File: config.mk
export PLATFORM = sky130hd
export DESIGN_NAME = bldc_motor
export DESIGN_NICKNAME = d
export VERILOG_FILES = /design/src/rtl/bldc_pkg.sv /design/src/rtl/hall_bus_if.sv /design/src/rtl/hall_monitor.sv /design/src/rtl/encoder_counter.sv /design/src/rtl/phase_driver.sv /design/src/rtl/bldc_motor.sv
export SDC_FILE = /design/constraint.sdc
export NUM_CORES = 1
export LEC_CHECK = 0
export BUFFER_PORTS_ARGS = -buffer_cell sky130_fd_sc_hd__buf_2
export CELL_PAD_IN_SITES_DETAIL_PLACEMENT = 1
export CELL_PAD_IN_SITES_GLOBAL_PLACEMENT = 1
export CORE_ASPECT_RATIO = 1.2
export CORE_MARGIN = 3
export CORE_UTILIZATION = 49
export DETAILED_ROUTE_END_ITERATION = 8
export GPL_ROUTABILITY_DRIVEN = 0
export PLACE_DENSITY_LB_ADDON = 0.05
export SYNTH_ARGS = -nofsm -noshare
export SYNTH_HDL_FRONTEND = slang
export SYNTH_SLANG_ARGS = --single-unit
File: constraint.sdc
create_clock -name clk -period 5.7 [get_ports clk]
set_clock_uncertainty 0.1 [all_clocks]
set_input_delay 0.285 -clock clk [delete_from_list [all_inputs] [get_ports clk]]
set_output_delay 0.285 -clock clk [all_outputs]
set_load 0.02 [all_outputs]
File: src/rtl/bldc_pkg.sv
// ======================================================================
// BLDC controller package
// Widths, PWM and dead-time constants, the hall sequence, the
// commutation table and the duty command word shared by the blocks
// ======================================================================
package bldc_pkg;

    // ==================================================================
    // Widths
    // ==================================================================
    localparam int duty_w       = 10;   // Duty command word
    localparam int mag_w        = 9;    // Duty magnitude
    localparam int enc_count_w  = 15;
    localparam int hall_count_w = 7;

    // ==================================================================
    // PWM timing
    // ==================================================================
    localparam int pwm_max     = 511;  // Counter runs 0..pwm_max, 512 cycle period
    localparam int dead_time   = 10;   // Cycles between one side off and the other on
    localparam int dead_time_w = $clog2(dead_time + 1);

    // Phase index, also the bit position in phase_h and phase_l
    localparam logic [1:0] phase_a    = 2'd0;
    localparam logic [1:0] phase_b    = 2'd1;
    localparam logic [1:0] phase_c    = 2'd2;
    localparam logic [1:0] phase_none = 2'd3;  // No phase selected

    // ==================================================================
    // Hall decoding
    // ==================================================================
    // Forward rotation order of the six legal codes
    // Neighbours sit on either side, wrapping at the ends
    localparam logic [2:0] hall_seq [0:5] = '{
        3'd1, 3'd3, 3'd2, 3'd6, 3'd4, 3'd5
    };

    // Indexed by hall code, forward direction
    // Bits 3:2 source phase, bits 1:0 sink phase
    localparam logic [3:0] comm_table [0:7] = '{
        {phase_none, phase_none},   // 0 is not a legal code
        {phase_a,    phase_b},      // 1
        {phase_b,    phase_c},      // 2
        {phase_a,    phase_c},      // 3
        {phase_c,    phase_a},      // 4
        {phase_c,    phase_b},      // 5
        {phase_b,    phase_a},      // 6
        {phase_none, phase_none}    // 7 is not a legal code
    };

    // ==================================================================
    // Duty command
    // ==================================================================
    // Top bit is the direction, 1 runs forward
    typedef union packed {
        logic [duty_w-1:0] raw;
        struct packed {
            logic             dir;
            logic [mag_w-1:0] mag;
        } cmd;
    } duty_cmd_t;

endpackage

File: src/rtl/hall_bus_if.sv
// ======================================================================
// Hall bus
// Decoded rotor sector and hall health, carried from the hall monitor
// to the phase driver as plain levels and a one-cycle step pulse
// ======================================================================
interface hall_bus_if (
    input logic clk
);

    logic [2:0] code;        // Registered hall code
    logic       valid;       // Code is 1 to 6
    logic       connected;   // Valid, seen since enable and no fault
    logic       fault;       // Sticky until en drops
    logic       edge_pulse;  // One cycle per step to a neighbour

    // Monitor side
    modport mon (input clk, output code, valid, connected, fault, edge_pulse);

    // Driver side
    modport drv (input clk, input code, valid, connected, fault, edge_pulse);

endinterface

File: src/rtl/hall_monitor.sv
// ======================================================================
// Hall monitor
// Synchronizes the three hall lines, decodes the rotor sector, flags
// illegal codes and skipped sectors, and counts valid hall steps
// ======================================================================
module hall_monitor (
    input  logic                              clk,
    input  logic                              arst_n,
    input  logic                              en,
    input  logic                              reset_hall_count,
    input  logic [2:0]                        hall,
    output logic [bldc_pkg::hall_count_w-1:0] hall_count,
    hall_bus_if.mon                           bus
);
    import bldc_pkg::*;

    logic [2:0] hall_s1;      // Synchronizer first stage
    logic [2:0] hall_s2;
    logic [2:0] code_q;       // Current sector code
    logic       valid_q;
    logic       edge_q;
    logic       fault_q;
    logic       seen_q;       // A legal code arrived since enable

    logic       nxt_valid;
    logic       changed;
    logic       neighbour;
    logic       step_ok;
    logic       step_bad;

    // Position of a code in the forward sequence
    function automatic logic [2:0] seq_pos(input logic [2:0] code);
        logic [2:0] pos;
        pos = 3'd0;
        for (int i = 0; i < 6; i++) begin
            if (hall_seq[i] == code) begin
                pos = 3'(i);
            end
        end
        return pos;
    endfunction

    // True when the two codes are adjacent in the rotation, either way
    function automatic logic is_neighbour(input logic [2:0] a, input logic [2:0] b);
        logic [2:0] pa;
        logic [2:0] pb;
        logic [2:0] pa_next;
        logic [2:0] pb_next;
        pa      = seq_pos(a);
        pb      = seq_pos(b);
        pa_next = (pa == 3'd5) ? 3'd0 : pa + 3'd1;
        pb_next = (pb == 3'd5) ? 3'd0 : pb + 3'd1;
        return (pb == pa_next) || (pa == pb_next);
    endfunction

    // ==================================================================
    // Step classification
    // ==================================================================
    assign nxt_valid = (hall_s2 != 3'd0) && (hall_s2 != 3'd7);
    assign changed   = (hall_s2 != code_q);
    assign neighbour = is_neighbour(code_q, hall_s2);

    assign step_ok  = changed && valid_q && nxt_valid && neighbour;
    assign step_bad = changed && ((valid_q && nxt_valid && !neighbour)   // Skipped a sector
                                  || (!nxt_valid && seen_q));            // Lost the sensor

    always_ff @(posedge clk or negedge arst_n) begin
        if (!arst_n) begin
            hall_s1 <= 3'd0;
            hall_s2 <= 3'd0;
        end else begin
            hall_s1 <= hall;
            hall_s2 <= hall_s1;
        end
    end

    always_ff @(posedge clk or negedge arst_n) begin
        if (!arst_n) begin
            code_q  <= 3'd0;
            valid_q <= 1'b0;
            edge_q  <= 1'b0;
            fault_q <= 1'b0;
            seen_q  <= 1'b0;
        end else begin
            code_q  <= hall_s2;
            valid_q <= nxt_valid;
            edge_q  <= step_ok;   // Lines up with the new code
            if (!en) begin
                fault_q <= 1'b0;
                seen_q  <= 1'b0;
            end else begin
                if (step_bad) fault_q <= 1'b1;
                if (nxt_valid) seen_q <= 1'b1;
            end
        end
    end

    // Wraps at the counter width
    always_ff @(posedge clk or negedge arst_n) begin
        if (!arst_n) begin
            hall_count <= '0;
        end else if (reset_hall_count) begin
            hall_count <= '0;
        end else if (bus.edge_pulse) begin
            hall_count <= hall_count + 1'b1;
        end
    end

    assign bus.code       = code_q;
    assign bus.valid      = valid_q;
    assign bus.fault      = fault_q;
    assign bus.edge_pulse = edge_q;
    assign bus.connected  = valid_q & seen_q & ~fault_q;

    // A step pulse always lands on a fresh legal code
    a_edge_on_new_code: assert property (@(posedge clk) disable iff (!arst_n)
        bus.edge_pulse |-> bus.valid && (bus.code != $past(bus.code)));

endmodule

File: src/rtl/encoder_counter.sv
// ======================================================================
// Encoder counter
// Quadrature decoder with a two-flop synchronizer and a wrapping
// up/down count of encoder edges
// ======================================================================
module encoder_counter (
    input  logic                             clk,
    input  logic                             arst_n,
    input  logic                             reset_enc_count,
    input  logic [1:0]                       enc,
    output logic [bldc_pkg::enc_count_w-1:0] enc_count
);

    logic [1:0] enc_s1;     // Bit 0 is line A, bit 1 is line B
    logic [1:0] enc_s2;
    logic [1:0] enc_prev;   // Last decoded state
    logic       step;
    logic       step_up;

    // Gray code moves one line at a time, a double jump is dropped
    assign step    = ^(enc_s2 ^ enc_prev);
    assign step_up = enc_s2[0] ^ enc_prev[1];   // A leads B

    always_ff @(posedge clk or negedge arst_n) begin
        if (!arst_n) begin
            enc_s1   <= 2'b00;
            enc_s2   <= 2'b00;
            enc_prev <= 2'b00;
        end else begin
            enc_s1   <= enc;
            enc_s2   <= enc_s1;
            enc_prev <= enc_s2;
        end
    end

    // ==================================================================
    // Up/down count
    // ==================================================================
    always_ff @(posedge clk or negedge arst_n) begin
        if (!arst_n) begin
            enc_count <= '0;
        end else if (reset_enc_count) begin
            enc_count <= '0;
        end else if (step) begin
            if (step_up) begin
                enc_count <= enc_count + 1'b1;
            end else begin
                enc_count <= enc_count - 1'b1;
            end
        end
    end

    // Counting never skips, even on a wrap
    a_count_step: assert property (@(posedge clk) disable iff (!arst_n)
        !reset_enc_count |=> (enc_count == $past(enc_count))
                             || (enc_count == $past(enc_count) + 1'b1)
                             || (enc_count == $past(enc_count) - 1'b1));

endmodule

File: src/rtl/phase_driver.sv
// ======================================================================
// Phase driver
// PWM generator with a soft-start duty ramp, six-step commutation
// from the hall sector and dead-time gaps on the switched phase
// ======================================================================
module phase_driver (
    input  logic                clk,
    input  logic                arst_n,
    input  logic                en,
    input  bldc_pkg::duty_cmd_t duty_cycle,
    hall_bus_if.drv             bus,
    output logic [2:0]          phase_h,
    output logic [2:0]          phase_l
);
    import bldc_pkg::*;

    logic [mag_w-1:0]       pwm_cnt;
    logic [mag_w-1:0]       duty_q;      // Applied duty after the ramp
    logic                   dir_q;       // Direction for this period
    logic [dead_time_w-1:0] dt_cnt;      // Gap left after a high-side edge
    logic                   src_hi_q;

    logic       run;
    logic       period_end;
    logic       active;
    logic [3:0] comm;
    logic [1:0] src_ph;
    logic [1:0] snk_ph;
    logic [2:0] src_oh;
    logic [2:0] snk_oh;
    logic       src_hi_nxt;
    logic       src_lo_nxt;
    logic       hi_edge;
    logic       pre_rise;

    assign run        = en && !bus.fault;
    assign period_end = (pwm_cnt == mag_w'(pwm_max));
    assign active     = run && bus.valid && (duty_q != '0);

    // ==================================================================
    // PWM counter and soft start
    // ==================================================================
    always_ff @(posedge clk or negedge arst_n) begin
        if (!arst_n) begin
            pwm_cnt <= '0;
        end else if (period_end) begin
            pwm_cnt <= '0;
        end else begin
            pwm_cnt <= pwm_cnt + 1'b1;
        end
    end

    // One step per period toward the commanded magnitude
    always_ff @(posedge clk or negedge arst_n) begin
        if (!arst_n) begin
            duty_q <= '0;
            dir_q  <= 1'b1;
        end else if (!run) begin
            duty_q <= '0;
            dir_q  <= duty_cycle.cmd.dir;   // Idle, safe to turn around
        end else if (period_end) begin
            dir_q <= duty_cycle.cmd.dir;
            if (duty_q < duty_cycle.cmd.mag) begin
                duty_q <= duty_q + 1'b1;
            end else if (duty_q > duty_cycle.cmd.mag) begin
                duty_q <= duty_q - 1'b1;
            end
        end
    end

    // ==================================================================
    // Commutation
    // ==================================================================
    assign comm   = comm_table[bus.code];
    assign src_ph = dir_q ? comm[3:2] : comm[1:0];   // Reverse swaps the pair
    assign snk_ph = dir_q ? comm[1:0] : comm[3:2];
    assign src_oh = 3'b001 << src_ph;
    assign snk_oh = 3'b001 << snk_ph;

    // ==================================================================
    // Source leg with dead time
    // ==================================================================
    assign src_hi_nxt = active && (pwm_cnt < duty_q);
    assign hi_edge    = (src_hi_nxt != src_hi_q);

    // Low side lets go ahead of the period start so the high side rises clean
    assign pre_rise   = (pwm_cnt > mag_w'(pwm_max - dead_time));

    assign src_lo_nxt = active && !src_hi_nxt && !hi_edge
                        && (dt_cnt == '0) && !pre_rise;

    always_ff @(posedge clk or negedge arst_n) begin
        if (!arst_n) begin
            src_hi_q <= 1'b0;
            dt_cnt   <= '0;
        end else begin
            src_hi_q <= src_hi_nxt;
            if (hi_edge) begin
                dt_cnt <= dead_time_w'(dead_time - 1);
            end else if (dt_cnt != '0) begin
                dt_cnt <= dt_cnt - 1'b1;
            end
        end
    end

    // Registered gates, one cycle behind the counter
    always_ff @(posedge clk or negedge arst_n) begin
        if (!arst_n) begin
            phase_h <= 3'b000;
            phase_l <= 3'b000;
        end else begin
            phase_h <= src_hi_nxt ? src_oh : 3'b000;
            phase_l <= (src_lo_nxt ? src_oh : 3'b000)
                       | (active ? snk_oh : 3'b000);   // Sink held low
        end
    end

    // No leg ever shorts the supply
    a_no_shoot_through: assert property (@(posedge clk) disable iff (!arst_n)
        (phase_h & phase_l) == 3'b000);

endmodule

File: src/rtl/bldc_motor.sv
// ======================================================================
// BLDC motor controller
// Top level joining the hall monitor, the encoder counter and the
// phase driver of a three-phase brushless motor
// ======================================================================
module bldc_motor (
    input  logic                              clk,
    input  logic                              arst_n,
    input  logic                              en,
    input  logic                              reset_enc_count,
    input  logic                              reset_hall_count,
    input  logic [bldc_pkg::duty_w-1:0]       duty_cycle,   // Direction bit and magnitude
    input  logic [1:0]                        enc,
    input  logic [2:0]                        hall,
    output logic [2:0]                        phase_h,      // Bit 0 is phase A
    output logic [2:0]                        phase_l,
    output logic [bldc_pkg::enc_count_w-1:0]  enc_count,
    output logic [bldc_pkg::hall_count_w-1:0] hall_count,
    output logic                              connected
);

    // Sector and health straight to the driver, no queue in between
    hall_bus_if hall_bus (
        .clk (clk)
    );

    // ==================================================================
    // Sensors
    // ==================================================================
    hall_monitor hall_monitor_inst (
        .clk              (clk),
        .arst_n           (arst_n),
        .en               (en),
        .reset_hall_count (reset_hall_count),
        .hall             (hall),
        .hall_count       (hall_count),
        .bus              (hall_bus.mon)
    );

    encoder_counter encoder_counter_inst (
        .clk             (clk),
        .arst_n          (arst_n),
        .reset_enc_count (reset_enc_count),
        .enc             (enc),
        .enc_count       (enc_count)
    );

    // ==================================================================
    // Gate drive
    // ==================================================================
    phase_driver phase_driver_inst (
        .clk        (clk),
        .arst_n     (arst_n),
        .en         (en),
        .duty_cycle (duty_cycle),     // Read as the duty command union
        .bus        (hall_bus.drv),
        .phase_h    (phase_h),
        .phase_l    (phase_l)
    );

    assign connected = hall_bus.connected;

endmodule

---- Word level (Yosys, flattened, before mapping) ----
Memories as Yosys holds them, arrays and structs flattened.
Cells that the tools add are included.
word-level totals
  flip-flop bits (word level) ............. 71
  memory bits (read-only) ................. 32
  input port bits ......................... 20
  output and inout bits ................... 29
  word-level logic and storage cells ...... 135
  memories ................................ 1
memory list
  name              words  bits a word  rd ports  clocked after memory_dff  write ports  line                text
  (name not given)  8      4            1         0                         0            phase_driver.sv:74  assign comm = comm_table[bus.code];
cells by class
  add/subtract/negate cells ............... 9
  $lt $le $gt $ge ......................... 5
  equality and inequality tests ........... 22
  shifts and indexed selects .............. 2
  multiplexer cells ....................... 37
  bitwise operators ....................... 7
  reductions and logical operators ........ 33
operator list
  kind                                                                  count
  15-bit 2-to-1 mux                                                     3
  9-bit 2-to-1 mux                                                      5
  3-bit 2-to-1 mux                                                      11
  9-bit by 1-bit adder with 9-bit output, second input constant         2
  3-bit == test, first input constant                                   6
  9-bit less-than comparator                                            2
  1-bit logical AND                                                     16
  4-bit 2-to-1 mux                                                      4
  15-bit by 1-bit adder with 15-bit output, second input constant       1
  15-bit by 1-bit subtractor with 15-bit output, second input constant  1
  7-bit 2-to-1 mux                                                      2
  2-bit by 3-bit == test with 1-bit output, first input constant        4
  9-bit == test, second input constant                                  1
  9-bit greater-than comparator                                         1
  9-bit greater-than comparator, second input constant                  1
  9-bit nonzero test                                                    1
  9-bit by 1-bit subtractor with 9-bit output, second input constant    1
  1-bit 2-to-1 mux                                                      8
  2-bit 2-to-1 mux                                                      4
  7-bit by 1-bit adder with 7-bit output, second input constant         1
  3-bit by 1-bit adder with 3-bit output, second input constant         2
  3-bit == test                                                         2
  3-bit == test, second input constant                                  2
  1-bit zero test                                                       6
  other kinds (21)                                                      28

---- Longest topological paths before layout ----
Gate-level depths: netlist of the first run.
  depth after elaboration ................. 16
  depth in mapped cells ................... 13
  depth with buffers taken out ............ 13

---- Modules after synthesis ----
From an unflattened synthesis of the first run, not the netlist that was laid out.
second synthesis, totals
  cell total of the unflattened synthesis .. 492
  area total of the unflattened synthesis .. 4654.5 µm²
modules (own cells, without submodules)
  module           instances  cells an instance  area each (µm²)  sequential area each (µm²)
  phase_driver     1          237                2264.7           752.0
  encoder_counter  1          159                1395.1           525.5
  hall_monitor     1          96                 994.7            500.5

---- Worst setup path after synthesis of the first run ----
Ideal clock, no wire load.
  path type ............................... register to register
  from .................................... register encoder_counter_inst.enc_prev[1]
  to ...................................... register encoder_counter_inst.enc_count[14] (netlist name)
  setup time .............................. 0.128 ns
  arrival time ............................ 2.831 ns
  required time ........................... 5.472 ns
  slack ................................... 2.641 ns
  cell stages (with the launch flop) ...... 9
  buffers on the path ..................... 0
  clock period less this slack ............ 3.059 ns
  path through ............................ dfrtp_1 -> xnor2_1 -> ha_1 -> a211oi_1 -> o211ai_1 -> nand4_1 -> o21ai_1 -> a211oi_1 -> mux2_1
on the way
  longest elaborated chain between the ends .. 4
  elaborated cells between the ends (all ways) .. 7
  those cells by class .................... 3 x mux; 2 x bitwise; 2 x reduce/logical
RTL lines
  item                    line                   text
  from (decl)             encoder_counter.sv:16  logic [1:0] enc_prev;
  from (signal assigned)  encoder_counter.sv:32  enc_prev <= enc_s2;
  1-bit XOR               encoder_counter.sv:22  assign step_up = enc_s2[0] ^ enc_prev[1];
  15-bit 2-to-1 mux       encoder_counter.sv:45  if (step_up) begin
  15-bit 2-to-1 mux       encoder_counter.sv:44  end else if (step) begin
  15-bit 2-to-1 mux       encoder_counter.sv:42  end else if (reset_enc_count) begin
  to (signal assigned)    encoder_counter.sv:46  enc_count <= enc_count + 1'b1;
  to (signal assigned)    encoder_counter.sv:48  enc_count <= enc_count - 1'b1;
  to (decl)               encoder_counter.sv:11  output logic [bldc_pkg::enc_count_w-1:0] enc_count
Parallel ways exist; a longest one is shown, timed or not. The select of a mux whose other input is x is not followed.
A chain may end at the register's enable or synchronous reset.

---- Worst setup path in the final report of the first run ----
  from .................................... register phase_driver_inst.duty_q[3]
  to ...................................... register phase_driver_inst.duty_q[8]
on the way
  longest elaborated chain between the ends .. 5
  elaborated cells between the ends (all ways) .. 10
  those cells by class .................... 2 x add/sub; 2 x order compare; 1 x eq/ne; 4 x mux; 1 x reduce/logical
RTL lines
  item                                         line                text
  from (decl)                                  phase_driver.sv:18  logic [mag_w-1:0] duty_q;
  from (signal assigned)                       phase_driver.sv:64  duty_q <= duty_q + 1'b1;
  from (signal assigned)                       phase_driver.sv:66  duty_q <= duty_q - 1'b1;
  9-bit by 1-bit subtractor with 9-bit output  phase_driver.sv:66
  9-bit 2-to-1 mux                             phase_driver.sv:65  end else if (duty_q > duty_cycle.cmd.mag) begin
  9-bit 2-to-1 mux                             phase_driver.sv:63  if (duty_q < duty_cycle.cmd.mag) begin
  9-bit 2-to-1 mux                             phase_driver.sv:61  end else if (period_end) begin
  9-bit 2-to-1 mux                             phase_driver.sv:58  end else if (!run) begin
Parallel ways exist; a longest one is shown, timed or not. The select of a mux whose other input is x is not followed.

==> results.cfg, run 1 <==
[cts]
hold_buffers = 5
cts_resized = 0
clock_latency_ns = 0.36
cts_tree = yes
clkTransAtPathRegs_ns = 0.08
htreeDepth = 3
numClockSinks = 71
cts_setup_buffers = 0
cts_buffers = 9
clock_path_buffers = 2
cts_root_buf = clkbuf_8

[synth]
synth_top_cell_by_area = dfrtp_1
synth_seq_cells = 71
yosysTopAreaCellShare_pct = 40.2
synth_sequential_area_ratio_pct = 40.8
synth-edff-count = 0
syn_area_mm2 = 0.00436
synthFlopType = dfrtp_1
yosysWarnings = 0
syn_nets = 518
synth_area_per_cell_um2 = 9.61
async_flop_share_pct = 100
ys_top_cells_by_area = dfrtp_1 (40%), ha_1 (12%), xnor2_1 (4.4%)
ys_types = 57
syn_inst = 453

[global_routing]
track_usage_pct = 23.6
grt_max_degree = 72
antenna_found_initial = 0
grt_pass1_wl_mm = 18.6
grt-ovfl-total = 0
grt_pass1_vias = 3844

[sta]
finalSetupTns_ns = 0
setup_viol = 0
finalCritPeriodShare_pct = 58.9
slew_headroom_pct = 39.3
timing.hold.ws_ns = 0.0434
final_hold_viol_count = 0
fmax_mhz = 298
rsz0062_at_grt = no
drv_slew = 0
worst_pin_slew_ns = 0.910
fin_crit_ns = 3.36

[routing]
routedWlPerCell_um = 16.8
via_per_inst = 5.61
ant_nets = 0
num_vias = 3537
drt_wl_total_mm = 10.6
drt_iter0_markers = 79
dr.pass1.iters = 4
drc = 0

[finish]
diodes = 0
mostFrequentLayoutCells = dfrtp_1 (70), buf_2 (48), nand2_1 (43), ha_1 (43), nor2_1 (37)
drive_above_1_share_pct = 15.2
fill_cells = 1009
fin_nets = 574
area_growth_pct = 14.1
layout_commonest_cell = dfrtp_1

[setup_path]
cp_slowest_cell = o211ai_2
crit_type = reg -> reg
rrSetupSlack_ns = 2.34
worstPathMaxFanout = 11
rr_endpoint = phase_driver_inst.duty_q[8]$_DFFE_PN0P_
worst-path-stages = 12
crit_start = phase_driver_inst.duty_q[3]$_DFFE_PN0P_
cp-end-kind = flip-flop
crit_family = compound AO/OA/AOI/OAI gates
slowest_delay_ns = 0.48
required_ns = 5.89
endpoint = phase_driver_inst.duty_q[8]$_DFFE_PN0P_
start_kind = flip-flop
cp_num_buf_inv = 1
ff2ff_path_depth = 12
cp_data_arrival_time_ns = 3.55
worstPathCellList = ha_1, a41o_1, a21oi_1, o211ai_2, inv_1, fa_1, nor2b_1, o2111ai_1, a31oi_1, xnor2_1, or4_1, o21ai_1
reg2reg_from = phase_driver_inst.duty_q[3]$_DFFE_PN0P_

[pwr]
leakagePower_nw = 2.46
power_density_mw_per_mm2 = 306
vdd_drop_max_mv = 0.175

[floorplanning]
rows = 37
core_area_mm2 = 0.00861
ios = 49
dieArea_mm2 = 0.0101
chipWidth_um = 92.1
die_y_um = 109
initial_core_util_pct = 50.6

[outcome]
status = complete, no violations

[place]
dp_hpwl_mm = 7.79
io_buffers = 48

[run]
max-cap-violations = 0

[hold_path]
min_path_type = in -> async
## metal layers
layer	vias to the layer above	track usage, %	part of all wire (%)
met5	-	0	0
met4	0	8.60	2.0
met3	16	5.18	2.2
met2	47	42.1	52
met1	1747	27.9	44
li1	1727	-	-
## synth_stat cells, drive strengths merged, types with 11 or more instances
cell type   n
nor3       11
xnor2      22
dfrtp      70
a21oi      29
xor2       14
nand2      43
o21ai      17
ha         43
inv        28
nor2       37
nand3      13
## registers in the layout, summed over array words and instances (netlist names), 3 cells and up
| register | flops |
|---|---|
| phase_driver_inst.dt_cnt | 4 |
| phase_driver_inst.phase_h | 3 |
| hall_monitor_inst.hall_count | 7 |
| phase_driver_inst.phase_l | 3 |
| encoder_counter_inst.enc_count | 15 |
| hall_monitor_inst.bus.code | 3 |
| hall_monitor_inst.hall_s1 | 3 |
| hall_monitor_inst.hall_s2 | 3 |
| phase_driver_inst.duty_q | 9 |
| phase_driver_inst.pwm_cnt | 9 |
## metrics by stage
step                      setup WS (ns)  total power, mW  std cells  cell area (um2)  util (%)
after floorplan                    2.64            0.960        453             4360         -
after global placement             2.53             1.07        610             4710      54.7
after detailed placement           2.37             1.10        610             4710      54.7
after CTS                          2.35             1.54        631             4970      57.7
after global routing               2.05             1.63        631             4970      57.7
final                              2.34             1.52        631             4970      57.7
## area by class of cell
| type | instances | area, um2 | area share [%] |
|---|---|---|---|
| multi-input combinational | 344 | 2430 | 48.8 |
| sequential | 71 | 1780 | 35.8 |
| timing repair buffer | 55 | 305 | 6.14 |
| clock buffer | 12 | 155 | 3.12 |
| tap | 117 | 146 | 2.94 |
| inverter | 28 | 105 | 2.11 |
| clock inverter | 4 | 53.8 | 1.08 |
## logic make-up (layout without fill, tap and decap cells)
family	after synthesis	in the layout	synth area share (%)
fa+ha+maj	45	45	13.3
simple gates	155	155	17.6
mux	8	8	1.95
flops	71	71	40.8
xor+xnor	36	36	7.24
compound gates	100	100	15.7
buf+inv	38	99	3.45
## power breakdown
part / total, mW / internal (mW) / switching [mW]
combinational: 0.477 / 0.197 / 0.280
sequential: 0.612 / 0.558 / 0.0547
clock: 0.432 / 0.227 / 0.205
total: 1.52 / 0.982 / 0.540
## worst min path at each step
stage	endpoint	cells after the start	start	slack (ns)
4_1_cts	hall_monitor_inst.hall_count[5]$_DFFE_PN0P_	2	arst_n	0.06
5_1_grt	hall_monitor_inst.seen_q$_DFFE_PN0P_	2	en	0.06
6_report	hall_monitor_inst.hall_count[2]$_DFFE_PN0P_	2	arst_n	0.04
2_1_floorplan	encoder_counter_inst.enc_count[0]$_DFFE_PN0P_	0	arst_n	-0.11
3_3_place_gp	encoder_counter_inst.enc_s2[0]$_DFF_PN0_	0	encoder_counter_inst.enc_s1[0]$_DFF_PN0_	0.23
3_5_place_dp	hall_monitor_inst.hall_s2[0]$_DFF_PN0_	0	hall_monitor_inst.hall_s1[0]$_DFF_PN0_	0.24
(Power assumes the default switching activity.)
==> run 2: changes to the inputs <==
--- a/config.mk
+++ b/config.mk
@@ -10,7 +10,7 @@
 export CELL_PAD_IN_SITES_GLOBAL_PLACEMENT = 1
 export CORE_ASPECT_RATIO = 1.2
 export CORE_MARGIN = 3
-export CORE_UTILIZATION = 49
+export CORE_UTILIZATION = 46
 export DETAILED_ROUTE_END_ITERATION = 8
 export GPL_ROUTABILITY_DRIVEN = 0
 export PLACE_DENSITY_LB_ADDON = 0.05
==> constraint.sdc (replaced) <==
create_clock -name clk -period 3.15 [get_ports clk]
set_clock_uncertainty 0.1 [all_clocks]
set_input_delay 0.1575 -clock clk [delete_from_list [all_inputs] [get_ports clk]]
set_output_delay 0.1575 -clock clk [all_outputs]
set_load 0.02 [all_outputs]
==> run 2 against run 1 <==
  * The flow now finishes with violations (setup timing)
  * Final cell count rose by 4.8%
  * Global-route usage fell by 1.3 points
  * First-iteration DRC count increased by 29%
  * Maximum frequency increased by 2.3%
  * Final area rose by 7.1%
  * Sequential share of layout area decreased by 2.4 points
  * Clock power is 67% higher
  * Sequential power up 80%
  * Core utilization is 0.60 points higher
  * Worst hold slack improved by 0.060 ns
  * Wire length up 12%
  * Largest cell class unchanged
  * Largest power group unchanged
==> results.cfg, run 2 (synthesis results as in run 1) <==
[routing]
met2_wirelength_mm = 6.18
drc = 0
top_layer = met4
dr.pass1.iters = 4
route.met3.wl_um = 370
num_vias = 3693
drt_iter0_markers = 102
wl_met1_mm = 5.07
routedWlPerCell_um = 18.1
ant_nets = 0
drt_wl_total_mm = 11.9
via_per_inst = 5.59

[global_routing]
grt-ovfl-total = 0
grt_max_degree = 33
track_usage_pct = 22.3
antenna_found_initial = 0
grt_pass1_wl_mm = 18.7
grt_pass1_vias = 3888

[finish]
final_design_area_no_fill_mm2 = 0.00533
layout_commonest_cell = dfrtp_1
drive_above_1_share_pct = 21.4
mostFrequentLayoutCells = dfrtp_1 (69), buf_2 (48), nand2_1 (43), nor2_1 (37), ha_1 (34)
top_regs = encoder_counter_inst.enc_count: 15 flops, phase_driver_inst.duty_q: 9 flops, phase_driver_inst.pwm_cnt: 9 flops
area_growth_pct = 22.3
largest_register = encoder_counter_inst.enc_count
utilization_pct = 58.3
fin_nets = 601
diodes = 0
fin_cells = 661
largest_reg_flops = 15

[sta]
drv_slew = 0
rsz0062_at_grt = yes
slew_headroom_pct = 47.7
fin_ws_ns = -0.133
worst_pin_slew_ns = 0.784
fin_crit_ns = 3.28
final_hold_viol_count = 0
fmax_mhz = 305
finalCritPeriodShare_pct = 104
timing.hold.ws_ns = 0.104
setup_viol = 1

[setup_path]
required_ns = 3.32
start_kind = flip-flop
worstPathCellList = ha_4, a41o_1, a21oi_2, o211ai_4, inv_2, fa_2, nor2b_4, o2111ai_2, a31oi_1, xnor2_1, or4_1, o21ai_1
worstPathMaxFanout = 5
crit_type = reg -> reg
cp-end-kind = flip-flop
slowest_delay_ns = 0.43
cp_slowest_cell = dfrtp_1
cp_data_arrival_time_ns = 3.45
rrSetupSlack_ns = -0.13

[place]
dp_hpwl_mm = 8.08
pre_cts_ws_ns = -0.00219
dp_cells = 625
io_buffers = 48
placed_cell_area_mm2 = 0.00481

[floorplanning]
die_y_um = 113
rows = 38
dieArea_mm2 = 0.0107
initial_core_util_pct = 47.7
chipWidth_um = 94.8
core_area_mm2 = 0.00913
ios = 49

[run]
max-cap-violations = 0

[outcome]
violations = setup timing
status = finished with violations

[cts]
cts_tree = yes
cts_buffers = 9
clock_latency_ns = 0.36
numClockSinks = 71
clkTransAtPathRegs_ns = 0.09
htreeDepth = 3
clock_path_buffers = 2
cts_root_buf = clkbuf_8

[pwr]
vdd_drop_max_mv = 0.313
leakagePower_nw = 2.58
power_density_mw_per_mm2 = 515

[hold_path]
min_path_type = in -> reg
-- run 2: cell types whose count changed in the layout (fill, tap and decap cells not counted), sizes merged --
cell	delta
clkbuf	-1
dlygate4sd3	+4
clkinv	+1
o211ai	+1
buf	+22
-- run 2: power by group --
group	total, mW	internal [mW]	switching, mW
Sequential	1.10	1.01	0.0931
Clock	0.723	0.366	0.356
Combinational	0.917	0.386	0.530
Total	2.74	1.76	0.980
-- run 2: final cells by class --
| class | count | area [um2] |
|---|---|---|
| clock inverter | 5 | 58.8 |
| multi-input combinational | 345 | 2590 |
| inverter | 28 | 105 |
| clock buffer | 11 | 131 |
| fill | 1047 | 3800 |
| tap | 120 | 150 |
| timing repair buffer | 81 | 514 |
| sequential | 71 | 1780 |
-- run 2: final timing paths --
| path | startpoint | endpoint | depth (start not counted) |
|---|---|---|---|
| worst max-delay path | phase_driver_inst.duty_q[3]$_DFFE_PN0P_ | phase_driver_inst.duty_q[8]$_DFFE_PN0P_ | 12 |
| worst min-delay path | reset_enc_count | encoder_counter_inst.enc_count[7]$_DFFE_PN0P_ | 2 |
| worst max register to register | phase_driver_inst.duty_q[3]$_DFFE_PN0P_ | phase_driver_inst.duty_q[8]$_DFFE_PN0P_ | 12 |
| worst min register to register | encoder_counter_inst.enc_s1[0]$_DFF_PN0_ | encoder_counter_inst.enc_s2[0]$_DFF_PN0_ | 0 |
| max in group asynchronous | arst_n | encoder_counter_inst.enc_count[12]$_DFFE_PN0P_ | 3 |
| min in group asynchronous | arst_n | phase_driver_inst.duty_q[6]$_DFFE_PN0P_ | 2 |
-- run 2: layer usage --
metal  GRT usage, %  vias up
met5              0        -
met4           8.66        0
met3           3.49       30
met2           38.9       75
met1           27.2     1802
li1               -     1786
-- run 2: metrics by stage --
| step | setup TNS (ns) | power [mW] |
|---|---|---|
| 3_5_place_dp | -0.00219 | 2.00 |
| 5_1_grt | -0.285 | 2.93 |
| 2_1_floorplan | 0 | 1.74 |
| 4_1_cts | 0 | 2.75 |
| 6_report | -0.133 | 2.74 |
| 3_3_place_gp | 0 | 1.96 |
-- run 2: what timing repair did --
| item | in CTS | in global routing |
|---|---|---|
| endpoints found under the setup margin | 1 | 3 |
| setup buffers | 2 | 8 |
| hold buffers | 9 | 0 |
| endpoints found under the hold margin | 44 | 0 |
| cloned | 1 | 0 |
| gates resized for setup | 3 | 17 |
| pin swaps | 0 | 9 |
-- run 2: critical path: cells and delay by family, from the launching register on --
family | cells | cell delay [ns]
xor gates and xnor gates | 1 | 0.16
AOI/OAI and AO/OA | 6 | 1.16
buffers and inverters | 1 | 0.07
and+or+nand+nor | 2 | 0.56
adders and majority gates | 2 | 0.72
DFF | 1 | 0.43
==> run 3: changes to the inputs <==
--- a/config.mk
+++ b/config.mk
@@ -6,11 +6,9 @@
 export NUM_CORES = 1
 export LEC_CHECK = 0
 export BUFFER_PORTS_ARGS = -buffer_cell sky130_fd_sc_hd__buf_2
-export CELL_PAD_IN_SITES_DETAIL_PLACEMENT = 1
-export CELL_PAD_IN_SITES_GLOBAL_PLACEMENT = 1
 export CORE_ASPECT_RATIO = 1.2
 export CORE_MARGIN = 3
-export CORE_UTILIZATION = 46
+export CORE_UTILIZATION = 55
 export DETAILED_ROUTE_END_ITERATION = 8
 export GPL_ROUTABILITY_DRIVEN = 0
 export PLACE_DENSITY_LB_ADDON = 0.05
==> run 3 against run 2 <==
  * The flow now finishes without violations
  * Maximum frequency rose by 8.5%
  * Clock-buffer cell count fell by 2
  * Register-to-register slack improved by 0.26 ns
  * Global-route usage rose by 0.30 points
  * Sequential share of layout area rose by 0.29 points
  * Flip-flop and latch count did not move
  * Sequential power barely moved
  * Critical endpoint unchanged
==> results.cfg, run 3 (synthesis results as in run 1) <==
[global_routing]
grt_pass1_vias = 3474
track_usage_pct = 22.6
antenna_found_initial = 0
grt_max_degree = 28
grt_pass1_wl_mm = 15.9
grt-ovfl-total = 0

[setup_path]
cp_slowest_cell = dfrtp_1
worstPathCellList = ha_4, and4_4, a41oi_4, o211ai_4, inv_2, fa_2, nor2b_4, o2111ai_2, a31oi_1, xnor2_1, or4_1, o21ai_1
reg2reg_from = phase_driver_inst.duty_q[8]$_DFFE_PN0P_
slowest_delay_ns = 0.43
rr_endpoint = phase_driver_inst.duty_q[8]$_DFFE_PN0P_
rrSetupSlack_ns = 0.12
crit_start = phase_driver_inst.duty_q[8]$_DFFE_PN0P_
cp-end-kind = flip-flop
ff2ff_path_depth = 12
worstPathMaxFanout = 4
cp_data_arrival_time_ns = 3.21
required_ns = 3.33
crit_type = reg -> reg
endpoint = phase_driver_inst.duty_q[8]$_DFFE_PN0P_
start_kind = flip-flop

[finish]
fin_nets = 596
largest_register = encoder_counter_inst.enc_count
drive_above_1_share_pct = 20.5
fill_cells = 572
layout_commonest_cell = dfrtp_1
diodes = 0
top_regs = encoder_counter_inst.enc_count: 15 flops, phase_driver_inst.duty_q: 9 flops, phase_driver_inst.pwm_cnt: 9 flops
mostFrequentLayoutCells = dfrtp_1 (69), buf_2 (48), nand2_1 (43), nor2_1 (37), ha_1 (36)
largest_reg_flops = 15
area_growth_pct = 21.2

[pwr]
vdd_drop_max_mv = 0.395
total_power_mw = 2.89
leakagePower_nw = 2.59
power_density_mw_per_mm2 = 548

[routing]
drt_iter0_markers = 109
route.met3.wl_um = 390
ant_nets = 0
wl_met1_mm = 4.17
met2_wirelength_mm = 5.07
via_per_inst = 5.70
drt_wl_total_mm = 9.83
routedWlPerCell_um = 15.7
drc = 0
dr.pass1.iters = 4
num_vias = 3568
top_layer = met4

[cts]
cts_buffers = 9
clock_path_buffers = 2
htreeDepth = 3
cts_tree = yes
numClockSinks = 71
clkTransAtPathRegs_ns = 0.09
cts_root_buf = clkbuf_8
clock_latency_ns = 0.35

[floorplanning]
core_area_mm2 = 0.00749
ios = 49
initial_core_util_pct = 58.2
die_y_um = 103
chipWidth_um = 87.2
dieArea_mm2 = 0.00903
rows = 34

[sta]
worst_pin_slew_ns = 0.649
fmax_mhz = 331
finalCritPeriodShare_pct = 96.0
final_hold_viol_count = 0
fin_crit_ns = 3.03
slew_headroom_pct = 55.6
drv_slew = 0
setup_viol = 0
finalSetupTns_ns = 0

[place]
io_buffers = 48
dp_hpwl_mm = 6.94

[hold_path]
min_path_type = in -> reg

[outcome]
status = complete, no violations

[run]
max-cap-violations = 0
[run 3: changes by cell type in the layout (fill, tap and decap cells not counted), sizes merged]
cell	before	now
bufinv	1	3
clkinvlp	2	0
buf	72	67
clkinv	2	4
clkbuf	11	9
[run 3: power breakdown]
group | total (mW) | switching, mW | leakage (nW) | internal (mW)
Combinational | 0.887 | 0.506 | 1.56 | 0.380
Clock | 0.904 | 0.375 | 0.123 | 0.529
Sequential | 1.10 | 0.0910 | 0.909 | 1.01
Total | 2.89 | 0.972 | 2.59 | 1.92
[run 3: final cells by class]
type                       instances  area (um2)  share of cell area (%)
clock buffer                       9         124                    2.35
sequential                        71        1780                    33.7
timing repair buffer              76         473                    8.96
inverter                          28         105                    1.99
tap                               90         113                    2.13
clock inverter                     7         121                    2.30
multi-input combinational        345        2560                    48.6
[run 3: worst min-delay path by stage]
stage | cells after the start | slack [ns] | from | end
5_1_grt | 2 | 0.13 | reset_enc_count | encoder_counter_inst.enc_count[4]$_DFFE_PN0P_
3_5_place_dp | 1 | 0.07 | arst_n | hall_monitor_inst.hall_count[4]$_DFFE_PN0P_
3_3_place_gp | 1 | 0.06 | arst_n | hall_monitor_inst.hall_count[4]$_DFFE_PN0P_
4_1_cts | 2 | 0.07 | reset_enc_count | encoder_counter_inst.enc_count[4]$_DFFE_PN0P_
6_report | 2 | 0.09 | reset_enc_count | encoder_counter_inst.enc_count[4]$_DFFE_PN0P_
2_1_floorplan | 0 | -0.24 | arst_n | encoder_counter_inst.enc_count[0]$_DFFE_PN0P_
[run 3: worst max-delay path, delay by kind of cell, from the launching register on]
family / cells / cell delay [ns]
AND/OR/NAND/NOR: 3 / 0.78
AO/OA/AOI/OAI: 5 / 0.76
adder cells (fa/ha/maj): 2 / 0.72
flip-flops: 1 / 0.43
XOR/XNOR: 1 / 0.10
buffers and inverters: 1 / 0.07
[run 3: through the flow]
stage	std cells	hold WS, ns	area [um2]	setup slack, ns	util [%]
6_report	626	0.0886	5280	0.125	70.5
5_1_grt	626	0.126	5280	-0.0732	70.5
4_1_cts	620	0.0689	5100	0.0504	68.2
3_5_place_dp	595	0.0701	4770	0.0657	63.7
3_3_place_gp	595	0.0554	4770	0.139	63.7
2_1_floorplan	453	-0.238	4360	0.0910	-
[run 3: repair_timing]
item / in CTS / in global routing
setup endpoints to repair: 0 / 1
buffers inserted: 0 / 5
hold endpoints to repair: 36 / 0
hold buffers: 9 / 0
resized for setup: 0 / 17
[run 3: layer usage]
metal | up-vias | global-route usage (%)
met1 | 1701 | 27.7
met2 | 76 | 40.0
li1 | 1775 | -
met5 | - | 0
met3 | 16 | 3.57
met4 | 0 | 8.62
